<file path="config.mk">
export PLATFORM = sky130hd
export DESIGN_NAME = dcbXy
export DESIGN_NICKNAME = d
export VERILOG_FILES = /design/src/source/nocChanPkg.sv /design/src/source/xbarCfgPkg.sv /design/src/source/xbarCfgIf.sv /design/src/source/dcbXy.sv /design/src/source/ackReturn.sv /design/src/source/outputPlane.sv /design/src/source/cfgRegBank.sv
export SDC_FILE = /design/constraint.sdc
export NUM_CORES = 1
export LEC_CHECK = 0
export ABC_AREA = 0
export BUFFER_PORTS_ARGS = -buffer_cell sky130_fd_sc_hd__buf_2
export CORE_MARGIN = 2
export CORE_UTILIZATION = 35
export DETAILED_ROUTE_END_ITERATION = 16
export GPL_ROUTABILITY_DRIVEN = 0
export PLACE_DENSITY = 0.82
export SKIP_LAST_GASP = 1
export SYNTH_ARGS = -nofsm -noshare
export SYNTH_HDL_FRONTEND = slang
export SYNTH_SLANG_ARGS = --single-unit
</file>
<file path="constraint.sdc">
create_clock -name clk -period 3.4 [get_ports clk]
set_input_delay 0 -clock clk [delete_from_list [all_inputs] [get_ports clk]]
set_output_delay 0 -clock clk [all_outputs]
set_load 0.005 [all_outputs]
</file>
<file path="src/source/nocChanPkg.sv">
package nocChanPkg;

   // router geometry
   localparam int PortCount    = 5;   // south, west, north, east, local
   localparam int SubChanCount = 4;   // 8-bit channel as four 1-of-4 groups
   localparam int RailCount    = 4;   // rails of one 1-of-4 group

   // port order follows the XY mesh convention of the router
   typedef enum logic [2:0] {
      South = 3'd0,   // X+1
      West  = 3'd1,   // Y-1
      North = 3'd2,   // X-1
      East  = 3'd3,   // Y+1
      Local = 3'd4    // processing element
   } portT;

   // one 1-of-4 sub-channel, exactly one rail high for a valid symbol
   typedef logic [RailCount-1:0] quadT;

   // full channel payload, sub-channel 0 in the low quad
   typedef quadT [SubChanCount-1:0] chanDataT;

endpackage
</file>
<file path="src/source/xbarCfgPkg.sv">
package xbarCfgPkg;

   // one-hot source of one output, bit index is the source portT value
   // all zero means the output is disconnected
   typedef logic [nocChanPkg::PortCount-1:0] srcSelT;

   // legal turns under XY routing, indexed [output][source]
   // rows are listed local first because the array is packed
   localparam logic [nocChanPkg::PortCount-1:0][nocChanPkg::PortCount-1:0] TurnAllowed = {
      5'b01111,   // local: south, west, north, east
      5'b10111,   // east: south, west, north, local
      5'b10001,   // north: south, local
      5'b11101,   // west: south, north, east, local
      5'b10100    // south: north, local
   };

   // four-phase configuration port
   typedef enum logic [1:0] {
      Idle        = 2'd0,   // waiting for a request
      Write       = 2'd1,   // selection register gets loaded
      WaitRelease = 2'd2    // ack high until the request drops
   } cfgStateT;

   // selection code stored for a request
   // a forbidden turn or a disconnect both give zero
   function automatic srcSelT turnCode(
      input nocChanPkg::portT outPort,
      input nocChanPkg::portT srcPort,
      input logic             connect
   );
      srcSelT code;
      code = '0;
      if (connect && TurnAllowed[outPort][srcPort]) begin
         code[srcPort] = 1'b1;
      end
      return code;
   endfunction

endpackage

</file>
<file path="src/source/xbarCfgIf.sv">
`timescale 1ns/1ps

// stored source selection of the five crossbar outputs
interface xbarCfgIf;

   xbarCfgPkg::srcSelT sSel;   // source of south output
   xbarCfgPkg::srcSelT wSel;   // source of west output
   xbarCfgPkg::srcSelT nSel;   // source of north output
   xbarCfgPkg::srcSelT eSel;   // source of east output
   xbarCfgPkg::srcSelT lSel;   // source of local output

   // register bank side
   modport owner (
      output sSel,
      output wSel,
      output nSel,
      output eSel,
      output lSel
   );

   // data planes and ack return
   modport user (
      input sSel,
      input wSel,
      input nSel,
      input eSel,
      input lSel
   );

endinterface

</file>
<file path="src/source/dcbXy.sv">
`timescale 1ns/1ps

module dcbXy (
   input  logic clk,
   input  logic rst,

   // input side
   input  nocChanPkg::chanDataT [nocChanPkg::PortCount-1:0] inData,
   input  logic [nocChanPkg::PortCount-1:0]                 inEof,
   output logic [nocChanPkg::PortCount-1:0]                 inAck,   // back upstream

   // output side
   output nocChanPkg::chanDataT [nocChanPkg::PortCount-1:0] outData,
   output logic [nocChanPkg::PortCount-1:0]                 outEof,
   input  logic [nocChanPkg::PortCount-1:0]                 outAck,  // from downstream

   // configuration port, four-phase
   input  logic                                             cfgReq,
   input  nocChanPkg::portT                                 cfgOut,
   input  nocChanPkg::portT                                 cfgSrc,
   input  logic                                             cfgConnect,
   output logic                                             cfgAck
);

   xbarCfgIf cfgBus ();   // stored selections

   cfgRegBank regBank (
      .clk        (clk),
      .rst        (rst),
      .cfgReq     (cfgReq),
      .cfgOut     (cfgOut),
      .cfgSrc     (cfgSrc),
      .cfgConnect (cfgConnect),
      .cfgAck     (cfgAck),
      .cfg        (cfgBus.owner)
   );

   // one data plane per output port
   for (genvar p = 0; p < nocChanPkg::PortCount; p++) begin : gPlane
      outputPlane #(
         .OutPort (nocChanPkg::portT'(p))
      ) plane (
         .inData  (inData),
         .inEof   (inEof),
         .cfg     (cfgBus.user),
         .outData (outData[p]),
         .outEof  (outEof[p])
      );
   end

   ackReturn ackPath (
      .outAck (outAck),
      .cfg    (cfgBus.user),
      .inAck  (inAck)
   );

endmodule

</file>
<file path="src/source/ackReturn.sv">
`timescale 1ns/1ps

module ackReturn (
   input  logic [nocChanPkg::PortCount-1:0] outAck,   // from downstream, per output
   xbarCfgIf.user                           cfg,
   output logic [nocChanPkg::PortCount-1:0] inAck     // to upstream, per input
);

   // selections gathered by output index
   xbarCfgPkg::srcSelT [nocChanPkg::PortCount-1:0] selByOut;

   // ack terms, [input][output]
   logic [nocChanPkg::PortCount-1:0][nocChanPkg::PortCount-1:0] ackTerm;

   assign selByOut[nocChanPkg::South] = cfg.sSel;
   assign selByOut[nocChanPkg::West]  = cfg.wSel;
   assign selByOut[nocChanPkg::North] = cfg.nSel;
   assign selByOut[nocChanPkg::East]  = cfg.eSel;
   assign selByOut[nocChanPkg::Local] = cfg.lSel;

   // shuffle of output acks back onto their sources
   for (genvar i = 0; i < nocChanPkg::PortCount; i++) begin : gIn
      for (genvar o = 0; o < nocChanPkg::PortCount; o++) begin : gOut
         if (xbarCfgPkg::TurnAllowed[o][i]) begin : gTurn
            assign ackTerm[i][o] = outAck[o] & selByOut[o][i];
         end else begin : gCut
            assign ackTerm[i][o] = 1'b0;   // turn never exists
         end
      end

      // multicast source sees the OR of its outputs
      assign inAck[i] = |ackTerm[i];
   end

endmodule

</file>
<file path="src/source/outputPlane.sv">
`timescale 1ns/1ps

module outputPlane #(
   parameter nocChanPkg::portT OutPort = nocChanPkg::South   // output driven here
) (
   input  nocChanPkg::chanDataT [nocChanPkg::PortCount-1:0] inData,
   input  logic [nocChanPkg::PortCount-1:0]                 inEof,
   xbarCfgIf.user                                           cfg,
   output nocChanPkg::chanDataT                             outData,
   output logic                                             outEof
);

   // sources this output may ever take, fixed at elaboration
   localparam xbarCfgPkg::srcSelT Legal = xbarCfgPkg::TurnAllowed[OutPort];

   xbarCfgPkg::srcSelT                             sel;
   nocChanPkg::chanDataT [nocChanPkg::PortCount-1:0] gatedData;   // per source
   logic [nocChanPkg::PortCount-1:0]               gatedEof;

   // own selection out of the bundle
   always_comb begin
      case (OutPort)
         nocChanPkg::South: sel = cfg.sSel;
         nocChanPkg::West:  sel = cfg.wSel;
         nocChanPkg::North: sel = cfg.nSel;
         nocChanPkg::East:  sel = cfg.eSel;
         default:           sel = cfg.lSel;
      endcase
   end

   // AND stage, forbidden turns get no gate
   for (genvar s = 0; s < nocChanPkg::PortCount; s++) begin : gSrc
      if (Legal[s]) begin : gTurn
         for (genvar k = 0; k < nocChanPkg::SubChanCount; k++) begin : gSub
            assign gatedData[s][k] = inData[s][k] & {nocChanPkg::RailCount{sel[s]}};
         end
         assign gatedEof[s] = inEof[s] & sel[s];
      end else begin : gCut
         assign gatedData[s] = '0;
         assign gatedEof[s]  = 1'b0;
      end
   end

   // OR stage across sources, zero when disconnected
   always_comb begin
      outData = '0;
      outEof  = 1'b0;
      for (int s = 0; s < nocChanPkg::PortCount; s++) begin
         outData = outData | gatedData[s];
         outEof  = outEof | gatedEof[s];
      end
   end

endmodule

</file>
<file path="src/source/cfgRegBank.sv">
`timescale 1ns/1ps

module cfgRegBank (
   input  logic             clk,
   input  logic             rst,
   input  logic             cfgReq,       // four-phase request
   input  nocChanPkg::portT cfgOut,       // output being configured
   input  nocChanPkg::portT cfgSrc,       // requested source
   input  logic             cfgConnect,   // clear to disconnect
   output logic             cfgAck,
   xbarCfgIf.owner          cfg
);

   xbarCfgPkg::cfgStateT state;
   xbarCfgPkg::cfgStateT nextState;

   // one selection per output, indexed by portT
   xbarCfgPkg::srcSelT [nocChanPkg::PortCount-1:0] selReg;
   xbarCfgPkg::srcSelT                             newSel;

   // turn check, illegal turns collapse to disconnected
   assign newSel = xbarCfgPkg::turnCode(cfgOut, cfgSrc, cfgConnect);

   // handshake sequencing
   always_comb begin
      nextState = state;
      case (state)
         xbarCfgPkg::Idle: begin
            if (cfgReq) begin
               nextState = xbarCfgPkg::Write;   // request seen, fields stable
            end
         end
         xbarCfgPkg::Write: begin
            nextState = xbarCfgPkg::WaitRelease;   // register loads, ack rises
         end
         xbarCfgPkg::WaitRelease: begin
            if (!cfgReq) begin
               nextState = xbarCfgPkg::Idle;   // return to zero phase
            end
         end
         default: begin
            nextState = xbarCfgPkg::Idle;
         end
      endcase
   end

   always_ff @(posedge clk) begin
      if (rst) begin
         state <= xbarCfgPkg::Idle;
      end else begin
         state <= nextState;
      end
   end

   // only the addressed output changes
   always_ff @(posedge clk) begin
      if (rst) begin
         selReg <= '0;   // all outputs disconnected
      end else if (state == xbarCfgPkg::Write) begin
         selReg[cfgOut] <= newSel;
      end
   end

   // ack and the new selection appear at the same edge
   assign cfgAck = (state == xbarCfgPkg::WaitRelease);

   assign cfg.sSel = selReg[nocChanPkg::South];
   assign cfg.wSel = selReg[nocChanPkg::West];
   assign cfg.nSel = selReg[nocChanPkg::North];
   assign cfg.eSel = selReg[nocChanPkg::East];
   assign cfg.lSel = selReg[nocChanPkg::Local];

endmodule

</file>
; ---- After elaboration in Yosys (flattened, before gate mapping)
; Memories as Yosys holds them, arrays and structs flattened.
; Index checks and enable logic that the tools add are counted.
[word_totals]
output_inout_bits = 91
reg_bits = 27
mem_bits_ro = 40
memories = 1
[classes]
bitwise_logic = 118
muxes = 12
magnitude_cmp = 4
n_reduce_logical = 10
n_eq_ne = 4
[mem_list]
columns = memory, words, word_bits, rd, rd_clocked_by_memory_dff, write_ports, line_no
row1 = (name not given), 8, 5, 1, 0, 0, xbarCfgPkg.sv:33  ; if (connect && TurnAllowed[outPort][srcPort]) begin
[op_table]
columns = op, count
row1 = $and A4 B4 Y4, 64
row2 = $or A16 B16 Y16, 11
row3 = $and A1 B1 Y1, 32
row4 = $bwmux W25, 1
row5 = $demux W5 S3, 1
row6 = $mux W5, 3
row7 = $reduce_or A4 Y1, 3
row8 = $or A1 B1 Y1, 11
row9 = $lt A3 B4 Y1 const B, 2
row10 = $ge A3 B1 Y1 const B, 2
row11 = $pmux W2 S3, 1
row12 = $mux W2, 2
row13 = $ne A2 B2 Y1 const B, 2
row14 = $reduce_or A2 Y1, 2
row15 = $bmux W1 S3, 1
row16 = $demux W1 S3, 1
row17 = $logic_and A1 B1 Y1, 3
row18 = $eq A2 B1 Y1 const B, 1
row19 = $eq A2 B2 Y1 const B, 1
row20 = $logic_not A2 Y1, 1
row21 = $mux W1, 2
row22 = $reduce_and A2 Y1, 1

; ---- Depth between registers and ports, before layout
; Gate-level depths: netlist of run 1.
[logic_depth]
depth_word = 7
depth_mapped = 5
mapped_depth_nobuf = 3

; ---- Modules after synthesis
; From an unflattened synthesis of run 1, not the netlist that was laid out.
[hier_totals]
hier_cells = 330
hier_area_um2 = 2756.4
[by_module_without_submodules]
columns = module, seq_area_each_um2, cells_each, area_per_inst_um2, instances
row1 = outputPlane at gPlane[1].plane ..., 0.0, 59, 409.1, 3
row2 = cfgRegBank, 540.5, 100, 1041.0, 1
row3 = outputPlane at gPlane[0].plane ..., 0.0, 21, 206.4, 2
row4 = ackReturn, 0.0, 11, 75.1, 1

; ---- Worst setup path after synthesis of run 1
; OpenSTA, ideal clock, no wires.
[synth_path]
path_type = register to register
start = register regBank.state[0]
end = register regBank.selReg (netlist bit regBank.cfg.eSel[1])
setup_slack_ns = 1.907
path_stages_with_launch = 5
n_path_buf = 1
period_less_slack_ns = 1.493
setup_ns = 0.070
required_ns = 3.330
arrival_ns = 1.423
cell_sequence = dfxtp_1 or3b_1 buf_6 or4_1 a21oi_1
[synth_between]
elab_chain_cells = 1
[synth_lines]
columns = item, line_no
row1 = start: declaration, cfgRegBank.sv:14  ; xbarCfgPkg::cfgStateT state;
row2 = start signal: assignment, cfgRegBank.sv:49  ; state <= xbarCfgPkg::Idle;
row3 = start signal: assignment, cfgRegBank.sv:51  ; state <= nextState;
row4 = $eq A2 B1 Y1, cfgRegBank.sv:59  ; end else if (state == xbarCfgPkg::Write) begin
row5 = end signal: indexed assignment, cfgRegBank.sv:60  ; selReg[cfgOut] <= newSel;
row6 = end: declaration, cfgRegBank.sv:18  ; xbarCfgPkg::srcSelT [nocChanPkg::PortCount-1:0] selReg;
; Every way passes these cells.
; A chain may end at the register's enable or synchronous reset.

; ---- Final worst setup path of run 1
[layout_path]
start = register regBank.selReg (netlist bit regBank.cfg.sSel[4])
end = output port inAck[4] (netlist bit)
[layout_between]
elab_chain_cells = 2
[layout_lines]
columns = item, line_no
row1 = $and A1 B1 Y1, ackReturn.sv:25  ; assign ackTerm[i][o] = outAck[o] & selByOut[o][i];
row2 = $reduce_or A4 Y1, ackReturn.sv:32  ; assign inAck[i] = |ackTerm[i];
row3 = end: declaration, dcbXy.sv:10  ; output logic [nocChanPkg::PortCount-1:0] inAck,
; Every way passes these cells.

==> flow_summary.ini, run 1 <==
[timing]
period_share = 0.488
max_freq_mhz = 603
rsz0062_at_grt = false
timing.hold.ws_ns = 0.0672
final.setup.tns_ns = 0
relSlewSlack = 0.368
final-max-slew-violation-count = 0
worstMarginPinSlew_ns = 0.947
hold_viol_final = 0
period_needed_ns = 1.66
setup_viol = 0
fin_skew_ns = 0.00484

[setup_path]
worstPathArrival_ns = 1.66
crit_buf_inv = 1
crit_type = flip-flop to output pin
required_ns = 3.40
cp_slowest_stage_delay_ns = 0.94
critPathTopFamily = flip-flops
worst_setup_path_end_kind = output pin
crit_slowest_cell = dfxtp_1
critPathMaxFanout = 19
crit_path_start_kind = flip-flop
crit_chain = a22oi_1 > nand2_1 > buf_2

[cts]
cts_made_buffers = 3
clk_path_buf_depth = 2
root_buffer = clkbuf_8
cts.clk_slew.worst_paths_ns = 0.06
cts_tree = yes
clk_latency_ns = 0.25
htreeDepth = 1
cts_num_sinks = 18

[logic_synthesis]
netlist_area_um2 = 2310
yosysWarnings = 0
yosysSeqAreaShare = 0.156
syn_inst = 325
syn_area_per_cell_um2 = 7.11
synth-simple-area-share = 0.194
synth_top_area_share = 0.351
syn_nets = 425
yosysTopAreaCell = a22oi_1
synth_seq_cells = 18
synth_compound_area_frac = 0.530
synth_edf_count = 0
synthTopCellsByCount = a22oi_1, nand2_1, a22o_1, clkbuf_1, dfxtp_1
synth_cell_types = 30
synthFlopType = dfxtp_1
ys_async_sr_fraction = 0
synthAdderAreaFrac = 0
synth_top_family_by_area = compound AO/OA/AOI/OAI gates
post_synth_mux_area_share = 0.0347
yosysMostFrequentCell = a22oi_1
synthXorXnorAreaFrac = 0
yosys-top-cells-area = a22oi_1, dfxtp_1, a22o_1

[pwr]
power.leakage_nw = 1.77
p_int_uw = 347
p_switching_uw = 146
p_per_area_nw_per_um2 = 153
sw_frac_of_total = 0.295
clockPowerShare = 0.294
sequentialPowerShare = 0.439
irDropWorstVdd_v = 0.000136
power_frac_comb = 0.267

[die]
die_y_um = 85.3
io_pins = 191
row_count = 29
dieWidth_um = 85.3
start_util = 0.364
core_area_um2 = 6350
dieArea_um2 = 7270

[detailed_routing]
vias = 3602
firstDrtPassIters = 5
wl_mm = 11.1
antenna_left = 0
drt_iter0_drc = 400
drc = 0
via_per_inst = 6.51
wl_per_cell_um = 20.1

[grt]
grt_max_degree = 20
grt_pass1_wl_mm = 16.7
grt_pass1_vias = 3313
track_usage = 0.281
antenna_found_initial = 0
gr-total-overflow = 0

[cells_and_area]
diodes = 0
stdcell_area_um2 = 3220
layout-drive-gt1-share = 0.405
layout.cells.non_filler = 553
fin_nets = 578
final_util = 0.507
syn_to_final_growth_pct = 39.4
nFillCells = 630

[placement]
place_area_um2 = 3170
io_buffers = 190
dp.cells = 549
hpwlAfterDp_mm = 7.46

[run]
drv_cap = 0

[outcome]
status = finished clean

[hold_path]
hp-class = input port to flip-flop
[cell type report]
type	instances	area [um^2]	area share
multi-input cells	262	1750	0.545
repair buffers	191	961	0.298
flip-flops and latches	18	360	0.112
well taps	77	96.3	0.0299
clock buffers	3	41.3	0.0128
inverters	2	7.51	0.00233
[state kept, by name, summed over array words and instances, names as in the netlist]
register and count:
regBank.cfg.sSel 2, regBank.cfg.nSel 2, regBank.cfg.eSel 4, regBank.cfg.lSel 4
regBank.state 2, regBank.cfg.wSel 4
[repair_timing]
action	CTS	global route
resized for setup	0	0
hold buffers	1	0
buffers inserted	0	0
endpoints found under the hold margin	1	0
[logic make-up (layout without fill, tap and decap cells)]
group,count (synthesis),count (layout)
buffers and inverters,45,196
multiplexers,8,8
flip-flops,18,18
AND/OR/NAND/NOR,92,92
AO/OA/AOI/OAI,162,162
[per-layer routing]
layer	track usage	part of all wire
met5	0	0
met4	0.107	0.022
met1	0.352	0.38
met2	0.493	0.48
met3	0.0292	0.11
[worst min-delay path: stages]
cell     delay [ns]
buf_2          0.13
nand4_1        0.08
a21oi_1        0.06
[stage by stage]
step / setup WS, ns / power [mW]
floorplan: 1.91 / 0.247
global placement: 1.86 / 0.341
detailed placement: 1.84 / 0.347
CTS: 1.77 / 0.489
global route: 1.65 / 0.512
finish: 1.74 / 0.493
[cell usage in the layout (no fill, tap or decap), types with 3 or more instances in the layout]
cell type	Yosys	routed
a21oi_1	9	9
a22o_1	36	36
a22oi_1	108	108
buf_2	1	190
clkbuf_8	0	3
dfxtp_1	18	18
mux2i_1	8	8
nand2_1	55	55
nand2b_1	10	10
nand4_1	6	6
nor2_1	3	3
nor2b_1	3	3
o21ai_0	6	6
[power groups by stage]
stage                     Sequential [mW]  Combinational, mW  Clock (mW)
final                               0.216              0.132       0.145
after global placement              0.221              0.121           0
after CTS                           0.216              0.127       0.146
after detailed placement            0.221              0.126           0
after floorplan                     0.218             0.0289           0
after global routing                0.217              0.140       0.155
[path summary, 6_finish.rpt]
kind | start | to | slack (ns) | cells after the start
worst max register to register | regBank.state[0]$_SDFFE_PP0P_ | regBank.cfg.eSel[1]$_SDFFE_PP0P_ | 1.80 | 3
worst min register to register | regBank.state[0]$_SDFFE_PP0P_ | regBank.state[0]$_SDFFE_PP0P_ | 0.49 | 1
worst max-delay path | regBank.cfg.sSel[4]$_SDFFE_PP0P_ | inAck[4] | 1.74 | 3
worst min-delay path | cfgOut[2] | regBank.cfg.lSel[3]$_SDFFE_PP0P_ | 0.07 | 3
(Power assumes the default switching activity.)
==> run 2, diff against run 1 <==
- clock period: 3.4 -> 1.6 ns (I/O delays scaled with it)
==> run 2 against run 1 <==
  * Clock skew is 0.0035 ns lower
  * First-iteration DRC count is 10% lower
  * Via count is 2.9% higher
  * Die area stayed put
  * Flip-flop and latch count stayed put
  * Power is 110% higher
  * Routed wire length is 3.7% higher
  * Non-clock buffer count is 25 higher
  * Sequential power is 110% higher
  * Worst hold slack worse by 0.0096 ns
  * Clock power is 110% higher
  * Register-to-register slack worse by 1.7 ns
  * Critical path type is now flip-flop to flip-flop
  * Critical endpoint is now regBank.cfg.lSel[1]$_SDFFE_PP0P_
==> flow_summary.ini, run 2 (synthesis results as in run 1) <==
[timing]
period_share = 0.937
period_needed_ns = 1.50
timing.hold.ws_ns = 0.0576
max_freq_mhz = 667
setup_viol = 0
final-max-slew-violation-count = 0
worstMarginPinSlew_ns = 0.641
final.setup.tns_ns = 0
relSlewSlack = 0.567
fin_skew_ns = 0.00132
hold_viol_final = 0
rsz0062_at_grt = false

[detailed_routing]
wl_met3_mm = 1.36
wl_per_cell_um = 20.0
met1_length_mm = 4.19
drt_iter0_drc = 360
antenna_left = 0
dr_wl_met2_mm = 5.53
vias = 3708
via_per_inst = 6.42
wl_mm = 11.5
drc = 0
highest_layer = met4
firstDrtPassIters = 5

[cells_and_area]
diodes = 0
mostFrequentLayoutCell = buf_2
syn_to_final_growth_pct = 47.6
mostFrequentLayoutCells = buf_2, a22oi_1, nand2_1, a22o_1, buf_4
fin_nets = 603
layout-drive-gt1-share = 0.437

[pwr]
irDropWorstVdd_v = 0.000408
p_per_area_nw_per_um2 = 310
power.leakage_nw = 1.91

[setup_path]
critPathTopFamily = simple AND/OR/NAND/NOR gates
crit_type = flip-flop to flip-flop
crit_chain = or4b_1 > or4_1 > a21oi_2
worstPathArrival_ns = 1.69
required_ns = 1.79
crit_path_start_kind = flip-flop
critPathMaxFanout = 5
crit_buf_inv = 0
worst_setup_path_end_kind = flip-flop
cp_slowest_stage_delay_ns = 0.55
crit_slowest_cell = or4b_1

[die]
io_pins = 191
row_count = 29
dieArea_um2 = 7270
start_util = 0.364
die_y_um = 85.3
dieWidth_um = 85.3
core_area_um2 = 6350

[cts]
cts_setup_buffers = 0
clk_latency_ns = 0.25
htreeDepth = 1
cts.clk_slew.worst_paths_ns = 0.06
clk_path_buf_depth = 2
cts_made_buffers = 3
root_buffer = clkbuf_8
cts_num_sinks = 18
cts_tree = yes

[grt]
track_usage = 0.290
grt_pass1_wl_mm = 17.1
grt_max_degree = 20
gr-total-overflow = 0
antenna_found_initial = 0
grt_pass1_vias = 3521

[hold_path]
hp-class = input port to flip-flop

[placement]
hpwlAfterDp_mm = 7.98
io_buffers = 190

[run]
drv_cap = 0

[outcome]
status = finished clean
-- run 2: cell count changes in the layout (fill, tap and decap cells not counted) --
cell	delta
buf_4	+25
a21oi_1	-1
a21oi_2	+1
-- run 2: per-layer routing --
metal / global-route usage / vias up
li1: - / 1642
met1: 0.347 / 1705
met2: 0.499 / 312
met3: 0.0409 / 49
met4: 0.154 / 0
met5: 0 / -
-- run 2: metrics by stage --
stage	instance area [um^2]	utilization	total power, mW	setup WS (ns)	std cells
after floorplan	2310	-	0.526	0.107	325
after global placement	3360	0.529	0.735	0.139	574
after detailed placement	3360	0.529	0.744	0.121	574
after CTS	3410	0.537	1.06	0.107	578
after global routing	3410	0.537	1.10	0.0304	578
final	3410	0.537	1.06	0.101	578
-- run 2: repair_timing --
action,CTS,global route
hold endpoints to repair,1,0
setup endpoints to repair,0,1
resized for setup,0,1
hold buffers,1,0
-- run 2: layout make-up --
class                   instances  area [um^2]
repair buffers                216         1150
fillers                       628         2940
flip-flops and latches         18          360
clock buffers                   3         41.3
well taps                      77         96.3
multi-input cells             262         1760
inverters                       2         7.51
-- run 2: worst reg2reg max path, stage by stage, from the launching register on --
cell     delay [ns]
dfxtp_1        0.34
or4b_1         0.55
or4_1          0.43
a21oi_2        0.12
-- run 2: path summary, 6_finish.rpt --
| path | slack, ns | to | depth (start not counted) | from |
|---|---|---|---|---|
| worst max-delay path | 0.10 | regBank.cfg.lSel[1]$_SDFFE_PP0P_ | 3 | regBank.state[1]$_SDFFE_PP0P_ |
| worst min-delay path | 0.06 | regBank.cfg.lSel[3]$_SDFFE_PP0P_ | 3 | cfgOut[2] |
| worst max register to register | 0.10 | regBank.cfg.lSel[1]$_SDFFE_PP0P_ | 3 | regBank.state[1]$_SDFFE_PP0P_ |
| worst min register to register | 0.48 | regBank.state[0]$_SDFFE_PP0P_ | 1 | regBank.state[0]$_SDFFE_PP0P_ |
-- run 2: report_power, final --
group | internal, mW | total [mW] | switching [mW]
Combinational | 0.125 | 0.293 | 0.168
Clock | 0.167 | 0.311 | 0.143
Sequential | 0.452 | 0.455 | 0.00302
Total | 0.744 | 1.06 | 0.314
